$ cat config.mk
export PLATFORM = sky130hd
export DESIGN_NAME = rx_align_top
export DESIGN_NICKNAME = d
export VERILOG_FILES = /design/src/rx_ctrl_pkg.sv /design/src/rx_data_pkg.sv /design/src/align_ctrl.sv /design/src/align_regs.sv /design/src/byte_align.sv /design/src/rx_align_top.sv
export SDC_FILE = /design/constraint.sdc
export NUM_CORES = 1
export LEC_CHECK = 0
export ABC_AREA = 0
export BUFFER_PORTS_ARGS = -buffer_cell sky130_fd_sc_hd__buf_2
export CORE_MARGIN = 2
export CORE_UTILIZATION = 56
export CTS_CLUSTER_SIZE = 30
export DETAILED_ROUTE_END_ITERATION = 6
export MAX_ROUTING_LAYER = met4
export PLACE_DENSITY_LB_ADDON = 0.05
export SLEW_MARGIN = 30
export SYNTH_ARGS = -nofsm -noshare
export SYNTH_HDL_FRONTEND = slang
export SYNTH_SLANG_ARGS = --single-unit
export TNS_END_PERCENT = 50
$ cat constraint.sdc
create_clock -name CLK_I -period 2.1 [get_ports CLK_I]
set_clock_uncertainty 0.05 [all_clocks]
set_input_delay 0.525 -clock CLK_I [delete_from_list [all_inputs] [get_ports CLK_I]]
set_output_delay 0.525 -clock CLK_I [all_outputs]
set_load 0.05 [all_outputs]
$ cat src/rx_ctrl_pkg.sv
package rx_ctrl_pkg;

    //////////////////////////////
    // Register bus
    //////////////////////////////

    typedef logic [1:0] reg_addr_t;
    typedef logic [7:0] reg_data_t;

    localparam reg_addr_t ADDR_CTRL    = 2'd0;
    localparam reg_addr_t ADDR_PATTERN = 2'd1;
    localparam reg_addr_t ADDR_THRESH  = 2'd2;
    localparam reg_addr_t ADDR_STATUS  = 2'd3;   // Read only

    // CTRL bits, START and SLIP are self-clearing
    localparam int CTRL_AUTO  = 0;
    localparam int CTRL_START = 1;
    localparam int CTRL_SLIP  = 2;

    //////////////////////////////
    // Training FSM
    //////////////////////////////

    typedef enum logic [1:0] {
        ST_IDLE   = 2'd0,
        ST_TRAIN  = 2'd1,
        ST_LOCKED = 2'd2,
        ST_FAILED = 2'd3
    } train_state_t;

endpackage

$ cat src/rx_data_pkg.sv
package rx_data_pkg;

    //////////////////////////////
    // Link word types
    //////////////////////////////

    // Widest word the aligner is built for
    localparam int WORD_W  = 8;

    // Enough index bits for WORD_W candidates
    localparam int SHIFT_W = $clog2(WORD_W);

    // One deserialized link word, narrower links use the low bits
    typedef logic [WORD_W-1:0] data_word_t;

    // Bit shift between the raw stream and the aligned word
    typedef logic [SHIFT_W-1:0] shift_idx_t;

endpackage
$ cat src/align_ctrl.sv
module align_ctrl
    import rx_ctrl_pkg::*;
#(
    parameter int TRAIN_TIMEOUT = 1000
) (
    input  logic         CLK_I,
    input  logic         RST_I,
    input  logic         start_stb,
    input  logic         align_done,
    output logic         clear_stb,
    output train_state_t train_state,
    output logic         locked
);

    localparam int TMR_W = $clog2(TRAIN_TIMEOUT + 1);

    train_state_t     state_q;
    train_state_t     state_d;
    logic [TMR_W-1:0] tmr_q;
    logic             tmr_expired;

    // Aligner is cleared in the same cycle as the start request
    assign clear_stb = start_stb;

    // Count reaches TRAIN_TIMEOUT on this edge
    assign tmr_expired = (tmr_q == TMR_W'(TRAIN_TIMEOUT - 1));

    //////////////////////////////
    // Training FSM
    //////////////////////////////

    always_comb begin
        state_d = state_q;
        case (state_q)
            ST_TRAIN: begin
                if (align_done) begin
                    state_d = ST_LOCKED;
                end else if (tmr_expired) begin
                    state_d = ST_FAILED;
                end
            end
            default: ;                           // IDLE, LOCKED, FAILED hold
        endcase
        if (start_stb) begin
            state_d = ST_TRAIN;                  // Restart from any state
        end
    end

    always_ff @(posedge CLK_I) begin
        if (RST_I) begin
            state_q <= ST_IDLE;
        end else begin
            state_q <= state_d;
        end
    end

    // Attempt timer, runs only while training
    always_ff @(posedge CLK_I) begin
        if (RST_I || start_stb) begin
            tmr_q <= '0;
        end else if (state_q == ST_TRAIN) begin
            tmr_q <= tmr_q + TMR_W'(1);
        end
    end

    assign train_state = state_q;
    assign locked      = (state_q == ST_LOCKED);

endmodule

$ cat src/align_regs.sv
module align_regs
    import rx_data_pkg::*, rx_ctrl_pkg::*;
#(
    parameter int DATA_W = 8
) (
    input  logic         CLK_I,
    input  logic         RST_I,
    input  logic         reg_wr,
    input  logic         reg_rd,
    input  reg_addr_t    reg_addr,
    input  reg_data_t    reg_wdata,
    output reg_data_t    reg_rdata,
    output logic         reg_rvalid,
    output logic         auto_mode,
    output data_word_t   pattern,
    output reg_data_t    threshold,
    output logic         start_stb,
    output logic         slip_stb,
    input  train_state_t train_state,
    input  shift_idx_t   sel_idx
);

    localparam reg_data_t THRESH_RST = 8'd16;

    logic      ctrl_wr;
    reg_data_t rd_mux;

    assign ctrl_wr = reg_wr && (reg_addr == ADDR_CTRL);

    //////////////////////////////
    // Configuration
    //////////////////////////////

    always_ff @(posedge CLK_I) begin
        if (RST_I) begin
            auto_mode <= 1'b1;
            pattern   <= '0;
            threshold <= THRESH_RST;
        end else if (reg_wr) begin
            case (reg_addr)
                ADDR_CTRL:    auto_mode <= reg_wdata[CTRL_AUTO];
                ADDR_PATTERN: pattern   <= data_word_t'(reg_wdata[DATA_W-1:0]);
                ADDR_THRESH:  threshold <= reg_wdata;
                default:      ;                  // STATUS is read only
            endcase
        end
    end

    // Command bits become single-cycle pulses
    always_ff @(posedge CLK_I) begin
        if (RST_I) begin
            start_stb <= 1'b0;
            slip_stb  <= 1'b0;
        end else begin
            start_stb <= ctrl_wr & reg_wdata[CTRL_START];
            slip_stb  <= ctrl_wr & reg_wdata[CTRL_SLIP];
        end
    end

    //////////////////////////////
    // Read path
    //////////////////////////////

    always_comb begin
        rd_mux = '0;
        case (reg_addr)
            ADDR_CTRL:    rd_mux[CTRL_AUTO] = auto_mode;
            ADDR_PATTERN: rd_mux = pattern;
            ADDR_THRESH:  rd_mux = threshold;
            default:      rd_mux = {3'b000, sel_idx, train_state};
        endcase
    end

    always_ff @(posedge CLK_I) begin
        if (RST_I) begin
            reg_rvalid <= 1'b0;
        end else begin
            reg_rvalid <= reg_rd;
        end
    end

    always_ff @(posedge CLK_I) begin
        if (reg_rd) begin
            reg_rdata <= rd_mux;
        end
    end

endmodule

$ cat src/byte_align.sv
module byte_align
    import rx_data_pkg::*, rx_ctrl_pkg::*;
#(
    parameter int DATA_W = 8
) (
    input  logic       CLK_I,
    input  logic       RST_I,
    input  data_word_t data_in,
    input  logic       auto_mode,
    input  logic       slip_stb,
    input  logic       clear_stb,
    input  data_word_t pattern,
    input  reg_data_t  threshold,
    output data_word_t data_out,
    output shift_idx_t sel_idx,
    output logic       align_done
);

    logic [DATA_W-1:0]   word_new;       // Stage 1
    logic [DATA_W-1:0]   word_old;       // Stage 2
    logic [2*DATA_W-1:0] word_pair;
    logic [DATA_W-1:0]   cand [DATA_W];
    logic [DATA_W-1:0]   lock_flags;
    logic                done_q;
    shift_idx_t          slip_idx;
    shift_idx_t          lock_idx;

    //////////////////////////////
    // Input pipeline
    //////////////////////////////

    always_ff @(posedge CLK_I) begin
        if (RST_I) begin
            word_new <= '0;
            word_old <= '0;
        end else begin
            word_new <= data_in[DATA_W-1:0];
            word_old <= word_new;
        end
    end

    // Older word on top, so a window k bits down from the MSB is candidate k
    assign word_pair = {word_old, word_new};

    //////////////////////////////
    // Candidates and match logic
    //////////////////////////////

    for (genvar k = 0; k < DATA_W; k++) begin : g_shift
        logic [DATA_W-1:0] cand_q;
        reg_data_t         match_cnt;   // Consecutive matches, saturating
        logic              lock_q;

        always_ff @(posedge CLK_I) begin
            if (RST_I) begin
                cand_q <= '0;
            end else begin
                cand_q <= word_pair[2*DATA_W-1-k -: DATA_W];
            end
        end

        always_ff @(posedge CLK_I) begin
            if (RST_I || clear_stb) begin
                match_cnt <= '0;
                lock_q    <= 1'b0;
            end else begin
                if (cand_q != pattern[DATA_W-1:0]) begin
                    match_cnt <= '0;             // Run broken
                end else if (match_cnt != '1) begin
                    match_cnt <= match_cnt + reg_data_t'(1);
                end
                if (match_cnt == threshold) begin
                    lock_q <= 1'b1;              // Sticky until next clear
                end
            end
        end

        assign cand[k]       = cand_q;
        assign lock_flags[k] = lock_q;
    end

    always_ff @(posedge CLK_I) begin
        if (RST_I || clear_stb) begin
            done_q <= 1'b0;
        end else begin
            done_q <= |lock_flags;
        end
    end

    // Hide a stale lock while the controller is clearing
    assign align_done = done_q & ~clear_stb;

    //////////////////////////////
    // Manual slip
    //////////////////////////////

    always_ff @(posedge CLK_I) begin
        if (RST_I) begin
            slip_idx <= '0;
        end else if (slip_stb && !auto_mode) begin
            if (slip_idx == shift_idx_t'(DATA_W - 1)) begin
                slip_idx <= '0;                  // Wrap
            end else begin
                slip_idx <= slip_idx + shift_idx_t'(1);
            end
        end
    end

    //////////////////////////////
    // Output select
    //////////////////////////////

    // Lowest locked shift wins
    always_comb begin
        lock_idx = '0;
        for (int k = DATA_W - 1; k >= 0; k--) begin
            if (lock_flags[k]) begin
                lock_idx = shift_idx_t'(k);
            end
        end
    end

    assign sel_idx  = auto_mode ? lock_idx : slip_idx;
    assign data_out = data_word_t'(cand[sel_idx]);

endmodule

$ cat src/rx_align_top.sv
module rx_align_top
    import rx_data_pkg::*, rx_ctrl_pkg::*;
#(
    parameter int DATA_W        = 8,
    parameter int TRAIN_TIMEOUT = 1000
) (
    input  logic         CLK_I,
    input  logic         RST_I,
    input  data_word_t   data_in,
    output data_word_t   data_out,
    input  logic         reg_wr,
    input  logic         reg_rd,
    input  reg_addr_t    reg_addr,
    input  reg_data_t    reg_wdata,
    output reg_data_t    reg_rdata,
    output logic         reg_rvalid,
    output logic         locked,
    output train_state_t train_state
);

    logic       auto_mode;
    data_word_t pattern;
    reg_data_t  threshold;
    logic       start_stb;
    logic       slip_stb;
    logic       clear_stb;
    logic       align_done;
    shift_idx_t sel_idx;

    align_regs #(
        .DATA_W      (DATA_W)
    ) u_regs (
        .CLK_I       (CLK_I),
        .RST_I       (RST_I),
        .reg_wr      (reg_wr),
        .reg_rd      (reg_rd),
        .reg_addr    (reg_addr),
        .reg_wdata   (reg_wdata),
        .reg_rdata   (reg_rdata),
        .reg_rvalid  (reg_rvalid),
        .auto_mode   (auto_mode),
        .pattern     (pattern),
        .threshold   (threshold),
        .start_stb   (start_stb),
        .slip_stb    (slip_stb),
        .train_state (train_state),
        .sel_idx     (sel_idx)
    );

    align_ctrl #(
        .TRAIN_TIMEOUT (TRAIN_TIMEOUT)
    ) u_ctrl (
        .CLK_I       (CLK_I),
        .RST_I       (RST_I),
        .start_stb   (start_stb),
        .align_done  (align_done),
        .clear_stb   (clear_stb),
        .train_state (train_state),
        .locked      (locked)
    );

    byte_align #(
        .DATA_W      (DATA_W)
    ) u_align (
        .CLK_I       (CLK_I),
        .RST_I       (RST_I),
        .data_in     (data_in),
        .auto_mode   (auto_mode),
        .slip_stb    (slip_stb),
        .clear_stb   (clear_stb),
        .pattern     (pattern),
        .threshold   (threshold),
        .data_out    (data_out),
        .sel_idx     (sel_idx),
        .align_done  (align_done)
    );

endmodule

==> results.txt, run 1 <==
- The run finished, with violations left.
* Violated checks: negative setup slack
* Crit end category: output pin
- Maximum clock frequency: between 300 and 400 MHz
- Dominant combinational cell family by area after synthesis: simple AND/OR/NAND/NOR gates
- Most common cell after layout, fill and taps aside: sky130_fd_sc_hd__xor2_1
- Measured against the total synthesized area, the mux share comes to 3.36%.
- Post-synthesis share of cell area spent on and, or, nand and nor gates: 25.0%
- For the pin with the worst max-slew slack, the measured transition is 0.732 ns.
- The initialized floorplan defines 43 standard-cell rows.
- Cell-internal power: 5.39 mW
* Final critical-path share of the clock period: 136%
- Commonest register cell after synthesis: sky130_fd_sc_hd__dfxtp_1
- After clock tree synthesis, the flow added hold-fix buffers numbering 0.
- Entering global routing, the biggest net connects 29 pins.
* RSZ-0062 raised after global routing: true
- Remaining max-slew budget at the tightest pin: slightly above 50%
- PnR Total Power: 7.55 mW
- The worst setup path is launched from a flip-flop.
- Yosys printed 0 warnings.
- Core outline area: 13800 um^2
- Path length in cells of the critical path: 9
- In this run, synthesis produced a sequential element count of 140.
* Total number of H-tree levels: 4
- Number of nets with antenna violations after routing: 0
- Top Ports: 42
- Reg-to-reg startpoint: u_regs.threshold[0]
- Crit-path leading delay family: compound AO/OA/AOI/OAI gates
- The floorplan step defined a die boundary enclosing 15100 um^2.
- Required time worst endpoint: 1.52 ns
* Layout cells sized above 1: 21.6%
* Count of flip-flops with a built-in enable after synthesis: 8
- Switching Fraction: 28.6%
- Maximum single-stage delay on the critical path: 0.34 ns
- TritonCTS built the clock tree.
- Total clock sinks: 140
- Post-synth cell types: 59
* HPWL reported at the end of detailed placement: 14600 um
- Of the synthesized area, sequential elements account for a little over a third.
- The detailed router finished its first iteration with 477 violations.
- Counting instances, the worst hold path has a depth of 2.
- Synthesis produced a netlist with a net count of between 900 and 1000.
- Area growth, synth to finish: 23.4%
- For this run, design rule violations remaining after detail routing come to 0.
- Power density of the placed cells: 775 nW/um^2
* Die extent in x: 123 um
* Cell at the root of the clock tree: sky130_fd_sc_hd__clkbuf_16
* Arrival time at the worst endpoint: 2.28 ns
- Summed over all layers, the global routing overflow is 0.
- Critical hold path startpoint: data_in[6]
- Kind of critical path: reg -> out
* Number of setup violations in the final report: 8
- The first detailed-routing pass took 5 iterations.
- At the later pin of the worst-skew pair, clock insertion delay measures ~0.4 ns.
* Clock buffer count from CTS: 17
* Initial core utilization: between 50% and 60%
* Vias in the first global route: 6609
- Terminating pin of the worst hold path: u_align.word_new[6]
* Die height: 123 um
- The number of antenna violations at the first check in global routing came to 0.
- After detailed placement, the design holds a cell count of 1163.
- R2R Path End: u_align.g_shift[3].lock_q
- At the end of routability-driven placement, the weighted congestion stood at approximately 0.91.
- Global-route wire length before repair: 33200 um
- Across all setup checks in the final design, the least slack found is -0.755 ns.
- Detailed routing inserted a total of 6920 vias.
- The signal on the critical path passes through nand2b_4 > a221oi_4 > buf_12 > buf_8 > and3_4 > a211o_1 > a2bb2o_4 > nor2_4 > buf_8.
- Most frequent cells in the layout: 142 x sky130_fd_sc_hd__xor2_1, 126 x sky130_fd_sc_hd__dfxtp_1, 99 x sky130_fd_sc_hd__nor2_1, 88 x sky130_fd_sc_hd__buf_4, 53 x sky130_fd_sc_hd__nand3_1
- The final layout contains 1051 nets.
* Total count of hold-check failures in the final report: 0
- Leaving out filler cells and counting taps, the final layout contains around 1200.
- Vias per Instance: 5.72
- Switching component of the power: 2.16 mW
- Count of max-cap constraint violations: 0
- The count of buffers added on input and output ports is 41.
- Relative contribution of combinational cells to total power: around 22%
* CP Max Fanout: 5
- After detailed routing, the total wire length is 20300 um.
- Synth Cell Area: just under 8000 um^2
- The routed design could run at a clock period as short as around 2.9 ns.
- Post-synthesis instance total: slightly above 900
- The repair_antennas step left the layout with diodes totalling 0.
- Average footprint of a synthesized cell: around 8.5 um^2
* Clock transition at the registers of the reported paths: 0.06 ns
* Synth Area in Compound Gates: 11.8%
* Number of max-slew violations in the final report: 0
* Seq pwr share: 38.0%
* Path category of the worst min-delay check: in -> reg
* Master of the slowest instance on the critical path: sky130_fd_sc_hd__dfxtp_2
- After detailed routing, the average wire length per cell comes to 16.8 um.
- Post-Synth Adder-Cell Area: 1.74%
- The analysis attributes to cell leakage a power of 4.46 nW.
- Overall global routing resource usage: 28.9%
- The clock network accounts for 39.8% of the total power.
- For flop-to-flop paths, the worst setup slack is roughly 0.11 ns.
- Together, buffers and inverters on the worst path number 3.
- Across the VDD grid, the largest voltage drop is about 0.00076 V.
* Ys async rst share: 0%
- Among the stages of the critical path, the cell type that occurs most often is sky130_fd_sc_hd__buf_8.
* Bufs on Longest Clock Path: 2
* Worst-case reg-to-reg path depth: 4
- The synthesized netlist devotes 17.6% of its cell area to XOR and XNOR gates.
how the worst max path moves through the flow:
stage | from | to | slack, ns
2_1_floorplan | u_align.g_shift[7].lock_q | data_out[2] | -0.35
3_3_place_gp | u_align.g_shift[6].lock_q | data_out[2] | -0.37
3_5_place_dp | u_align.g_shift[6].lock_q | data_out[2] | -0.46
4_1_cts | u_align.g_shift[6].lock_q | data_out[4] | -0.78
5_1_grt | u_align.g_shift[6].lock_q | data_out[6] | -0.84
6_report | u_align.g_shift[6].lock_q | data_out[6] | -0.75
metrics by stage:
stage	setup WS [ns]	TNS (ns)	hold WS (ns)	utilization, %	instance area [um^2]
5_1_grt	-0.841	-6.59	0.271	70.5	9740
4_1_cts	-0.782	-6.07	0.258	69.5	9610
2_1_floorplan	-0.352	-2.25	0.364	-	7980
3_5_place_dp	-0.460	-3.09	0.370	63.9	8830
3_3_place_gp	-0.367	-2.52	0.366	63.9	8830
6_report	-0.755	-5.71	0.268	70.5	9740
repair_timing:
| item | CTS | global route |
|---|---|---|
| resized for setup | 33 | 20 |
| setup buffers | 9 | 7 |
| endpoints found under the setup margin | 8 | 21 |
| pin swaps | 9 | 9 |
area by class of cell:
type	instances	area, um^2
clock inverter	8	105
inverter	5	21.3
fill	1118	4080
tap	180	225
clock buffer	22	487
multi-input combinational	715	4910
timing repair buffer	139	1110
sequential	140	2890
layer usage:
layer | vias to the layer above | track usage, % | wire length, um
met5 | - | - | 0
met4 | 0 | 8.12 | 261
met2 | 172 | 47.0 | 9820
li1 | 3434 | - | -
met3 | 30 | 5.30 | 927
met1 | 3284 | 36.8 | 9290
cell families (layout without fill, tap and decap cells):
family,count (synthesis),count (layout)
and+or+nand+nor,381,381
xor gates and xnor gates,159,159
adders and majority gates,11,11
buffers and inverters,71,174
DFF,140,140
AOI/OAI and AO/OA,139,139
muxes,25,25
registers in the layout, summed over array words and instances (netlist names), 8 cells and up:
register	flops
u_align.g_shift.match_cnt	64
u_align.g_shift.cand_q	15
u_ctrl.tmr_q	10
u_align.g_shift.lock_q	8
u_align.word_new	8
u_regs.pattern	8
u_regs.reg_rdata	8
u_regs.threshold	8
synth_stat cells, drive strengths merged, types with 2 or more instances:
library cell    n  area, um^2
xor2          142        1240
dfxtp         132        2640
nor2          105         399
nand3          53         265
nand2          51         194
a21oi          47         235
nor2b          43         274
clkbuf         37         139
buf            29         153
nor3           28         155
nor4           27         175
and3           23         148
mux2i          22         220
nand4          22         138
o21ai          21         105
xnor2          17         149
a211oi         14         110
a22o           13         114
a31oi          11        83.8
ha             11         138
edfxtp          8         240
a211o           7        61.3
a22oi           7        52.6
nor3b           7        52.6
o22ai           7        43.8
nand2b          6        45.0
o211ai          6        55.1
and4            5        43.8
inv             5        21.3
or2             3        18.8
a221oi          2        23.8
mux2            2        22.5
nor4b           2        17.5
or3             2        12.5
power by group through the flow:
stage                     clock network (mW)  registers (mW)  logic, mW
after floorplan                            0            2.91       1.02
after detailed placement                   0            2.93       1.43
after global routing                    3.16            2.88       1.79
after CTS                               3.06            2.87       1.59
after global placement                     0            2.92       1.40
final                                   3.00            2.87       1.67
No activity file was read; power rests on OpenSTA's default activity.
==> run 2: changes to the inputs <==
--- a/config.mk
+++ b/config.mk
@@ -7,8 +7,11 @@
 export LEC_CHECK = 0
 export ABC_AREA = 0
 export BUFFER_PORTS_ARGS = -buffer_cell sky130_fd_sc_hd__buf_2
+export CELL_PAD_IN_SITES_DETAIL_PLACEMENT = 2
+export CELL_PAD_IN_SITES_GLOBAL_PLACEMENT = 2
 export CORE_MARGIN = 2
-export CORE_UTILIZATION = 56
+export CORE_UTILIZATION = 34
+export CTS_BUF_LIST = sky130_fd_sc_hd__clkbuf_4 sky130_fd_sc_hd__clkbuf_8 sky130_fd_sc_hd__clkbuf_16
 export CTS_CLUSTER_SIZE = 30
 export DETAILED_ROUTE_END_ITERATION = 6
 export MAX_ROUTING_LAYER = met4
==> run 2 against run 1 <==
  * The run still ends with negative setup slack left
  * Die area increased by 62%
  * Final cell count increased by 9.3%
  * Largest cell class unchanged
  * Final area increased by 1.6%
==> results.txt, run 2 (synthesized netlist as in run 1, its figures left out) <==
- Outcome: complete, but fails checks (unchanged).
* Violated checks: negative setup slack (unchanged)
* Vias per Instance: 5.42 (was 5.72)
- Final wirelength: 26500 um (was 20300 um)
- The number of buffers inserted for hold repair after clock tree synthesis came to 0 (unchanged).
- Vias in the first global route: 7755 (was 6609)
* Instance area after placement: 9030 um^2 (was 8830 um^2)
- Die area: 24500 um^2 (was 15100 um^2)
- Switching Fraction: 31.7% (was 28.6%)
- Most frequent cells in the layout: 142 x sky130_fd_sc_hd__xor2_1, 123 x sky130_fd_sc_hd__dfxtp_1, 99 x sky130_fd_sc_hd__nor2_1, 92 x sky130_fd_sc_hd__buf_4, 53 x sky130_fd_sc_hd__nand3_1 (was 142 x sky130_fd_sc_hd__xor2_1, 126 x sky130_fd_sc_hd__dfxtp_1, 99 x sky130_fd_sc_hd__nor2_1, 88 x sky130_fd_sc_hd__buf_4, 53 x sky130_fd_sc_hd__nand3_1)
- Tightest Pin Transition: 0.804 ns (was 0.732 ns)
- CP cell instances: nand2b_4 > a221oi_4 > buf_6 > buf_16 > and3_1 > a211o_1 > nor3_2 > nor3_4 > buf_6 (was nand2b_4 > a221oi_4 > buf_12 > buf_8 > and3_4 > a211o_1 > a2bb2o_4 > nor2_4 > buf_8).
* Part of the total power dissipated in the clock network: 39.2% (was 39.8%)
- Largest registers: u_align.g_shift.match_cnt x64, u_align.g_shift.cand_q x15, u_ctrl.tmr_q x10 (unchanged)
* Required time worst endpoint: 1.52 ns (about the same)
* Largest net degree at the start of global routing: 34 (was 29)
- Max reg flops: 64 (unchanged)
* Die height: 156 um (was 123 um)
* Layout cells sized above 1: 22.8% (was 21.6%)
- Final critical-path share of the clock period: 137% (was 136%)
* Clock transition at the registers of the reported paths: 0.07 ns (was 0.06 ns)
* Remaining max-slew budget at the tightest pin: 45.9% (was 50.7%)
- The worst hold margin was 0.247 ns (was 0.268 ns).
- Die extent in x: 156 um (was 123 um)
* Average routed wire per standard cell: 20.1 um (was 16.8 um)
- The net total in the final layout came to 1056 (was 1051).
- IR drop worst, VDD: 0.000400 V (was 0.000755 V)
* Number of max-slew violations in the final report: 0 (unchanged)
- P_leak: 4.48 nW (was 4.46 nW)
* Core outline area: 22700 um^2 (was 13800 um^2)
- Number of I/O port buffers: 41 (unchanged)
- Initial core utilization: 34.8% (was 57.1%)
- Maximum single-stage delay on the critical path: 0.35 ns (was 0.34 ns)
- The number of design rule violations left after detail routing was 0 (unchanged).
- The maximum level of the CTS H-tree was 4 (unchanged).
- Area growth, synth to finish: 25.4% (was 23.4%)
- Cell at the root of the clock tree: sky130_fd_sc_hd__clkbuf_16 (unchanged)
* Overall global routing resource usage: 23.0% (was 28.9%)
- Maximum clock frequency: 347 MHz (was 350 MHz)
- The count of maximum capacitance violations was 0 (unchanged).
* Global-route wire length before repair: 43000 um (was 33200 um)
- The register ranked first by flip-flop count is u_align.g_shift.match_cnt (unchanged).
- The total setup violations reported at the end of the flow was 8 (unchanged).
- Slack of the critical path: -0.778 ns (was -0.755 ns)
- Power density of the placed cells: 763 nW/um^2 (was 775 nW/um^2)
- Seq pwr share: 38.0% (about the same)
* Arrival time at the worst endpoint: 2.30 ns (was 2.28 ns)
* DRC violation total after the first TritonRoute iteration: 324 (was 477)
* PnR Total Power: 7.56 mW (was 7.55 mW)
- The category of the critical setup timing path was reg -> out (unchanged).
- The power spent charging and discharging nets is 2.40 mW (was 2.16 mW).
* HPWL reported at the end of detailed placement: 19500 um (was 14600 um)
- The cell-internal power is 5.16 mW (was 5.39 mW).
* Minimum clock period: 2.88 ns (was 2.85 ns)
* Top Ports: 42 (unchanged)
- Worst Setup Start Kind: flip-flop (unchanged)
- Overall overflow remaining after global route: 0 (unchanged)
* Iteration count of the initial detailed-routing pass: 4 (was 5)
- The kind of capture point of the worst setup path was an output pin (unchanged).
* Most common cell after layout, fill and taps aside: sky130_fd_sc_hd__xor2_1 (unchanged)
* Clk_lat worst skew: 0.44 ns (was 0.41 ns)
- The dominant cell type by count on the critical path is sky130_fd_sc_hd__buf_6 (was sky130_fd_sc_hd__buf_8).
- The critical path's slowest cell is sky130_fd_sc_hd__dfxtp_4 (was sky130_fd_sc_hd__dfxtp_2).
* Clock tree from TritonCTS: done (unchanged)
- The post-placement worst setup slack came to -0.463 ns (was -0.460 ns).
- Reg-to-reg setup timing slack: 0.09 ns (was 0.11 ns)
- The combinational cell fraction of total power is 22.8% (was 22.1%).
- The final weighted congestion in routability-driven placement came to 0.837 (was 0.910).
- The total count of hold-check failures in the final report is 0 (unchanged).
* Total inserted antenna cells: 0 (unchanged)
- The path type of the worst min-delay path is in -> reg (unchanged).
* Final std cell area, no fill: 9900 um^2 (was 9740 um^2)
* RSZ-0062 raised after global routing: true (unchanged)
- Via total after detailed routing: 7154 (was 6920)
* Number of rows created at floorplan: 55 (was 43)
- Bufs on Longest Clock Path: 2 (unchanged)
- The total number of clock tree sinks is 140 (unchanged).
- Clock buffer count from CTS: 17 (unchanged)
- Antenna violations before repair: 0 (unchanged)
- CP Max Fanout: 7 (was 5)
- The post-detailed-route count of antenna-violating nets was 0 (unchanged).
-- run 2: changes by cell type in the layout (fill, tap and decap cells not counted), moves of 2 or more --
cell | before | now
sky130_fd_sc_hd__buf_4 | 88 | 92
sky130_fd_sc_hd__buf_6 | 8 | 10
sky130_fd_sc_hd__bufinv_16 | 2 | 0
sky130_fd_sc_hd__clkbuf_1 | 3 | 0
sky130_fd_sc_hd__clkinv_2 | 2 | 0
sky130_fd_sc_hd__clkinvlp_4 | 0 | 3
sky130_fd_sc_hd__dfxtp_1 | 126 | 123
sky130_fd_sc_hd__dfxtp_2 | 5 | 7
sky130_fd_sc_hd__inv_6 | 2 | 4
-- run 2: final timing paths --
kind	from	to	cells after the start
setup reg to reg	u_regs.threshold[0]	u_align.g_shift[3].lock_q	4
hold reg to reg	u_align.word_new[5]	u_align.g_shift[7].cand_q[4]	1
setup / recovery	u_align.g_shift[6].lock_q	data_out[4]	9
hold / removal	data_in[7]	u_align.word_new[7]	2
-- run 2: critical path, delay by kind of cell, from the launching register on --
family	cells	cell delay (ns)
buf+inv	3	0.45
flops	1	0.35
simple gates	4	0.56
compound gates	2	0.51
-- run 2: area by class of cell --
| cell class | instances | area, um^2 |
|---|---|---|
| clock buffer | 20 | 472 |
| clock inverter | 12 | 101 |
| fill | 2474 | 12800 |
| inverter | 5 | 21.3 |
| multi-input combinational | 715 | 4900 |
| sequential | 140 | 2900 |
| tap | 285 | 357 |
| timing repair buffer | 144 | 1150 |
-- run 2: power by group through the flow --
stage                     combinational (mW)  clock, mW  sequential, mW
after detailed placement                1.50          0            2.93
after global routing                    1.84       3.16            2.89
after global placement                  1.44          0            2.92
final                                   1.72       2.96            2.87
after floorplan                         1.02          0            2.91
after CTS                               1.67       3.01            2.87
-- run 2: stage by stage --
| stage | TNS (ns) | utilization, % | instances |
|---|---|---|---|
| 5_1_grt | -6.76 | 43.6 | 1321 |
| 3_3_place_gp | -2.77 | 39.7 | 1276 |
| 4_1_cts | -6.51 | 43.1 | 1313 |
| 3_5_place_dp | -3.37 | 39.7 | 1276 |
| 2_1_floorplan | -2.25 | - | 926 |
| 6_report | -5.93 | 43.6 | 1321 |
-- run 2: what timing repair did --
item,in CTS,in global routing
resized for setup,33,23
gates cloned,1,0
endpoints found under the setup margin,10,31
pin swaps,8,20
setup buffers,4,9
-- run 2: metal layers --
metal / global-route usage [%] / wire length (um) / share of wire (%) / vias to the layer above
li1: - / - / - / 3426
met1: 28.3 / 12200 / 46 / 3611
met2: 39.9 / 13300 / 50 / 90
met3: 3.16 / 691 / 2.6 / 27
met4: 5.72 / 297 / 1.1 / 0
met5: - / 0 / 0 / -
==> run 3: changes to the inputs <==
--- a/config.mk
+++ b/config.mk
@@ -10,7 +10,7 @@
 export CELL_PAD_IN_SITES_DETAIL_PLACEMENT = 2
 export CELL_PAD_IN_SITES_GLOBAL_PLACEMENT = 2
 export CORE_MARGIN = 2
-export CORE_UTILIZATION = 34
+export CORE_UTILIZATION = 35
 export CTS_BUF_LIST = sky130_fd_sc_hd__clkbuf_4 sky130_fd_sc_hd__clkbuf_8 sky130_fd_sc_hd__clkbuf_16
 export CTS_CLUSTER_SIZE = 30
 export DETAILED_ROUTE_END_ITERATION = 6
@@ -19,5 +19,6 @@
 export SLEW_MARGIN = 30
 export SYNTH_ARGS = -nofsm -noshare
 export SYNTH_HDL_FRONTEND = slang
+export SYNTH_HIERARCHICAL = 1
 export SYNTH_SLANG_ARGS = --single-unit
 export TNS_END_PERCENT = 50
==> constraint.sdc (replaced) <==
create_clock -name CLK_I -period 2.1 [get_ports CLK_I]
set_clock_uncertainty 0.05 [all_clocks]
set_input_delay 0 -clock CLK_I [delete_from_list [all_inputs] [get_ports CLK_I]]
set_output_delay 0 -clock CLK_I [all_outputs]
set_load 0.05 [all_outputs]
==> run 3 against run 2 <==
  * The flow still finishes with violations (negative setup slack)
  * Via count up 0.89%
  * Critical path depth is 1 lower
  * Worst hold slack worse by 0.22 ns
  * Die area increased by 0.13%
  * Utilization up 0.78 points
  * Largest power group unchanged
  * Non-clock buffer count decreased by 9
  * First-iteration DRC count shrank 14%
  * Global-route usage rose by 0.42 points
==> results.txt, run 3 <==
- Outcome: complete, but fails checks (unchanged)
- Violated checks: negative setup slack (unchanged)
- Iteration count of the initial detailed-routing pass: 4 (unchanged)
- Bufs on Longest Clock Path: 2 (unchanged)
- The proportion of netlist area held by the largest area contributor was 32.5% (was 33.5%).
- The maximum level of the CTS H-tree is 4 (unchanged).
- The net total in the final layout came to 1056 (unchanged).
- Cell type contributing the most total cell area after synthesis: sky130_fd_sc_hd__dfxtp_1 (unchanged)
- Commonest register cell after synthesis: sky130_fd_sc_hd__dfxtp_1 (unchanged)
* Relative contribution of combinational cells to total power: 19.1% (was 22.8%)
* Cell at the root of the clock tree: sky130_fd_sc_hd__clkbuf_16 (unchanged)
* Leading post-synthesis cells by cell area: sky130_fd_sc_hd__dfxtp_1 32%, sky130_fd_sc_hd__xor2_1 15%, sky130_fd_sc_hd__nor2_1 5.0%, sky130_fd_sc_hd__mux2i_1 4.3%, sky130_fd_sc_hd__nor2b_1 3.2% (was sky130_fd_sc_hd__dfxtp_1 33%, sky130_fd_sc_hd__xor2_1 16%, sky130_fd_sc_hd__nor2_1 4.9%, sky130_fd_sc_hd__nand3_1 3.4%, sky130_fd_sc_hd__nor2b_1 3.2%)
- The layout cell share with drive strength beyond 1 is 20.6% (was 22.8%).
- The routed via count was 7218 (was 7154).
* Hold Crit Depth: 3 (was 2)
- Most flops, register: u_align/g_shift.match_cnt (was u_align.g_shift.match_cnt)
- The final-layout setup total negative slack is -2.24 ns (was -5.93 ns).
- Crit-path leading delay family: simple AND/OR/NAND/NOR gates (unchanged)
* Maximum single-stage delay on the critical path: 0.52 ns (was 0.35 ns)
- The post-detailed-route count of antenna-violating nets came to 0 (unchanged).
* Worst-case reg-to-reg path depth: 7 (was 4)
- The count of buffering cells on the critical path with inverters included came to 2 (was 3).
- The worst max-slew margin expressed relative to the limit is 49.0% (was 45.9%).
- Count of flip-flops with a built-in enable after synthesis: 8 (unchanged)
- Top Ports: 42 (unchanged)
- Terminating pin of the worst hold path: u_regs/threshold[7] (was u_align.word_new[7])
* Largest registers: u_align/g_shift.match_cnt x64, u_ctrl/tmr_q x10, u_align/g_shift.cand_q x9 (was u_align.g_shift.match_cnt x64, u_align.g_shift.cand_q x15, u_ctrl.tmr_q x10)
* Slack of the critical path: -0.342 ns (was -0.778 ns)
- The total design power was 7.35 mW (was 7.56 mW).
- Overall overflow remaining after global route: 0 (unchanged)
- The dominant cell by count in the synthesized netlist was sky130_fd_sc_hd__xor2_1 (unchanged).
- The die width is 156 um (about the same).
* Top cells by instance count after synthesis: 141 x sky130_fd_sc_hd__xor2_1, 132 x sky130_fd_sc_hd__dfxtp_1, 108 x sky130_fd_sc_hd__nor2_1 (was 142 x sky130_fd_sc_hd__xor2_1, 132 x sky130_fd_sc_hd__dfxtp_1, 103 x sky130_fd_sc_hd__nor2_1)
* Largest net degree at the start of global routing: 34 (unchanged)
- The count of unique library cells instantiated by Yosys came to 71 (was 59).
* Clock transition at the registers of the reported paths: 0.07 ns (about the same)
* Vias in the first global route: 7874 (was 7755)
- The time the final worst path needs with I/O delays and setup came to 2.44 ns (was 2.88 ns).
- The number of antenna violations at the first check in global routing is 0 (unchanged).
- Kind of critical path: reg -> out (unchanged)
- The ratio of final minimum period to clock period came to 116% (was 137%).
- CP Max Fanout: 7 (unchanged)
- Post-synthesis instance total: 927 (was 926)
- HPWL reported at the end of detailed placement: 19000 um (was 19500 um)
* Worst Setup Start Kind: flip-flop (unchanged)
* Max reg flops: 64 (unchanged)
- CP cell instances: or4_4 > nand3_2 > o21a_4 > inv_8 > nand2b_4 > nor2_2 > nor4_2 > buf_4 (was nand2b_4 > a221oi_4 > buf_6 > buf_16 > and3_1 > a211o_1 > nor3_2 > nor3_4 > buf_6)
* Count of unresolved DRC violations after routing: 0 (unchanged)
* Total count of hold-check failures in the final report: 0 (unchanged)
* IR drop worst, VDD: 0.000477 V (was 0.000400 V)
- Number of I/O port buffers: 41 (unchanged)
* Overall global routing resource usage: 23.5% (was 23.0%)
* Number of rows created at floorplan: 55 (unchanged)
* Vias per Instance: 5.46 (was 5.42)
- The detailed router's first-iteration violation count came to 278 (was 324).
- The worst flop-to-flop path startpoint is u_align/g_shift[7].lock_q (was u_regs.threshold[0]).
- The TritonCTS clock tree was done (unchanged).
- The final weighted congestion in routability-driven placement came to 0.841 (was 0.837).
- The first-pass GRT wire length was 43700 um (was 43000 um).
* Initial core utilization: 35.8% (was 34.8%)
* Tightest Pin Transition: 0.763 ns (was 0.804 ns)
- The mean post-synth cell area is 8.78 um^2 (was 8.52 um^2).
- Mapped Nets: 960 (was 959)
* Crit end category: output pin (unchanged)
* Die area: 24500 um^2 (about the same)
* Clk_lat worst skew: 0.43 ns (was 0.44 ns)
- Most frequent cells in the layout: 141 x sky130_fd_sc_hd__xor2_1, 120 x sky130_fd_sc_hd__dfxtp_1, 106 x sky130_fd_sc_hd__nor2_1, 65 x sky130_fd_sc_hd__buf_4, 41 x sky130_fd_sc_hd__a21oi_1 (was 142 x sky130_fd_sc_hd__xor2_1, 123 x sky130_fd_sc_hd__dfxtp_1, 99 x sky130_fd_sc_hd__nor2_1, 92 x sky130_fd_sc_hd__buf_4, 53 x sky130_fd_sc_hd__nand3_1).
* Final std cell area, no fill: 10100 um^2 (was 9900 um^2)
- Instance area after placement: 8930 um^2 (was 9030 um^2)
- The fraction of the yosys area taken by sequential cells is 35.4% (was 36.5%).
* Ys async rst share: 0% (unchanged)
- Final wirelength: 27400 um (was 26500 um)
- The number of storage elements in the synthesis netlist is 140 (unchanged).
- The terminus of the critical flop-to-flop path is u_regs/reg_rdata[4] (was u_align.g_shift[3].lock_q).
* Seq pwr share: 39.0% (was 38.0%)
* Average routed wire per standard cell: 20.7 um (was 20.1 um)
* Number of max-slew violations in the final report: 0 (unchanged)
- Number of setup violations in the final report: 8 (unchanged)
* Die height: 156 um (about the same)
- Most common cell after layout, fill and taps aside: sky130_fd_sc_hd__xor2_1 (unchanged)
* Part of the total power dissipated in the clock network: 42.0% (was 39.2%)
* Count of max-cap constraint violations: 0 (unchanged)
- The final design utilization was 44.4% (was 43.6%).
- Total clock sinks: 140 (unchanged)
* Synth Cell Area: 8140 um^2 (was 7890 um^2)
* Critical hold path startpoint: reg_addr[1] (was data_in[7])
* Power density of the placed cells: 729 nW/um^2 (was 763 nW/um^2)
- Clock buffer count from CTS: 17 (unchanged)
- The critical path's slowest cell is sky130_fd_sc_hd__or4_4 (was sky130_fd_sc_hd__dfxtp_4).
* Fillcell total: 2488 (was 2474)
- Switching Fraction: 31.3% (was 31.7%)
- The signal arrival time at the worst endpoint is 2.39 ns (was 2.30 ns).
* Cell-internal power: 5.05 mW (was 5.16 mW)
- RSZ-0062 raised after global routing: true (unchanged).
- Core outline area: 22700 um^2 (unchanged)
* Reg-to-reg setup timing slack: 0.01 ns (was 0.09 ns)
- The post-placement worst setup slack was -0.0866 ns (was -0.463 ns).
* Total inserted antenna cells: 0 (unchanged)
- The count of warnings emitted by yosys was 6 (was 0).
- The power spent charging and discharging nets is 2.30 mW (was 2.40 mW).
- The worst endpoint required time is 2.05 ns (was 1.52 ns).
* Path category of the worst min-delay check: in -> reg (unchanged)
* Maximum clock frequency: 410 MHz (was 347 MHz)
- P_leak: 4.54 nW (was 4.48 nW)
- Area growth, synth to finish: 23.8% (was 25.4%)
-- run 3: cell types whose count changed in the layout (fill, tap and decap cells not counted), moves of 13 or more --
cell	change
sky130_fd_sc_hd__dlygate4sd3_1	+20
sky130_fd_sc_hd__nand2_1	-18
sky130_fd_sc_hd__mux2i_1	+13
sky130_fd_sc_hd__nand3_1	-20
sky130_fd_sc_hd__nand2b_1	+21
sky130_fd_sc_hd__buf_4	-27
-- run 3: final cells by class --
class / instances / area [um^2] / area share (%)
clock buffer: 17 / 425 / 4.22
clock inverter: 15 / 176 / 1.75
inverter: 9 / 41.3 / 0.410
multi-input combinational: 720 / 5080 / 50.4
sequential: 140 / 2900 / 28.8
tap: 285 / 357 / 3.54
timing repair buffer: 135 / 1100 / 10.9
-- run 3: worst max-delay path by stage --
stage | from | to | slack [ns] | cells past startpoint
6_report | u_align/g_shift[7].lock_q | data_out[1] | -0.34 | 8
5_1_grt | u_align/g_shift[6].lock_q | data_out[1] | -0.45 | 8
4_1_cts | u_align/g_shift[6].lock_q | data_out[3] | -0.33 | 9
3_5_place_dp | u_align/g_shift[7].lock_q | data_out[0] | -0.09 | 9
3_3_place_gp | u_align/g_shift[3].lock_q | data_out[0] | 0.06 | 9
2_1_floorplan | u_align/g_shift[7].lock_q | data_out[3] | -0.31 | 7
-- run 3: worst min-delay path, delay by kind of cell --
kind	cells	cell delay [ns]
buffers and inverters	1	0.22
and+or+nand+nor	1	0.16
muxes	1	0.08
-- run 3: kinds of logic after synthesis --
kind of cell | share of synthesized area [%]
multiplexers | 5.32
buffers and inverters | 4.09
XOR/XNOR | 16.9
AND/OR/NAND/NOR | 25.9
AO/OA/AOI/OAI | 10.6
adder cells (fa/ha/maj) | 1.69
flip-flops | 35.4
-- run 3: layer usage --
metal	wire length [um]	vias up	track usage [%]
met3	532	37	3.43
met1	12400	3661	28.0
met2	14000	82	41.2
met5	0	-	-
met4	450	0	6.60
li1	-	3438	-
-- run 3: timing repair --
item | in CTS | in global routing
setup buffers | 8 | 6
pin swaps | 10 | 6
gates resized for setup | 42 | 20
cloned | 1 | 0
hold buffers | 20 | 0
setup endpoints to repair | 9 | 23
hold endpoints to repair | 36 | 0
-- run 3: power groups by stage --
| stage | logic [mW] | registers [mW] | clock network (mW) |
|---|---|---|---|
| 3_5_place_dp | 1.19 | 2.92 | 0 |
| 5_1_grt | 1.50 | 2.87 | 3.30 |
| 4_1_cts | 1.35 | 2.86 | 3.17 |
| 3_3_place_gp | 1.14 | 2.91 | 0 |
| 6_report | 1.40 | 2.86 | 3.08 |
| 2_1_floorplan | 0.818 | 2.90 | 0 |
-- run 3: metrics by stage --
| stage | std cells | hold slack, ns |
|---|---|---|
| floorplan | 927 | 0.0224 |
| global placement | 1255 | 0.157 |
| detailed placement | 1255 | 0.172 |
| CTS | 1316 | 0.00603 |
| global route | 1321 | 0.0270 |
| finish | 1321 | 0.0285 |
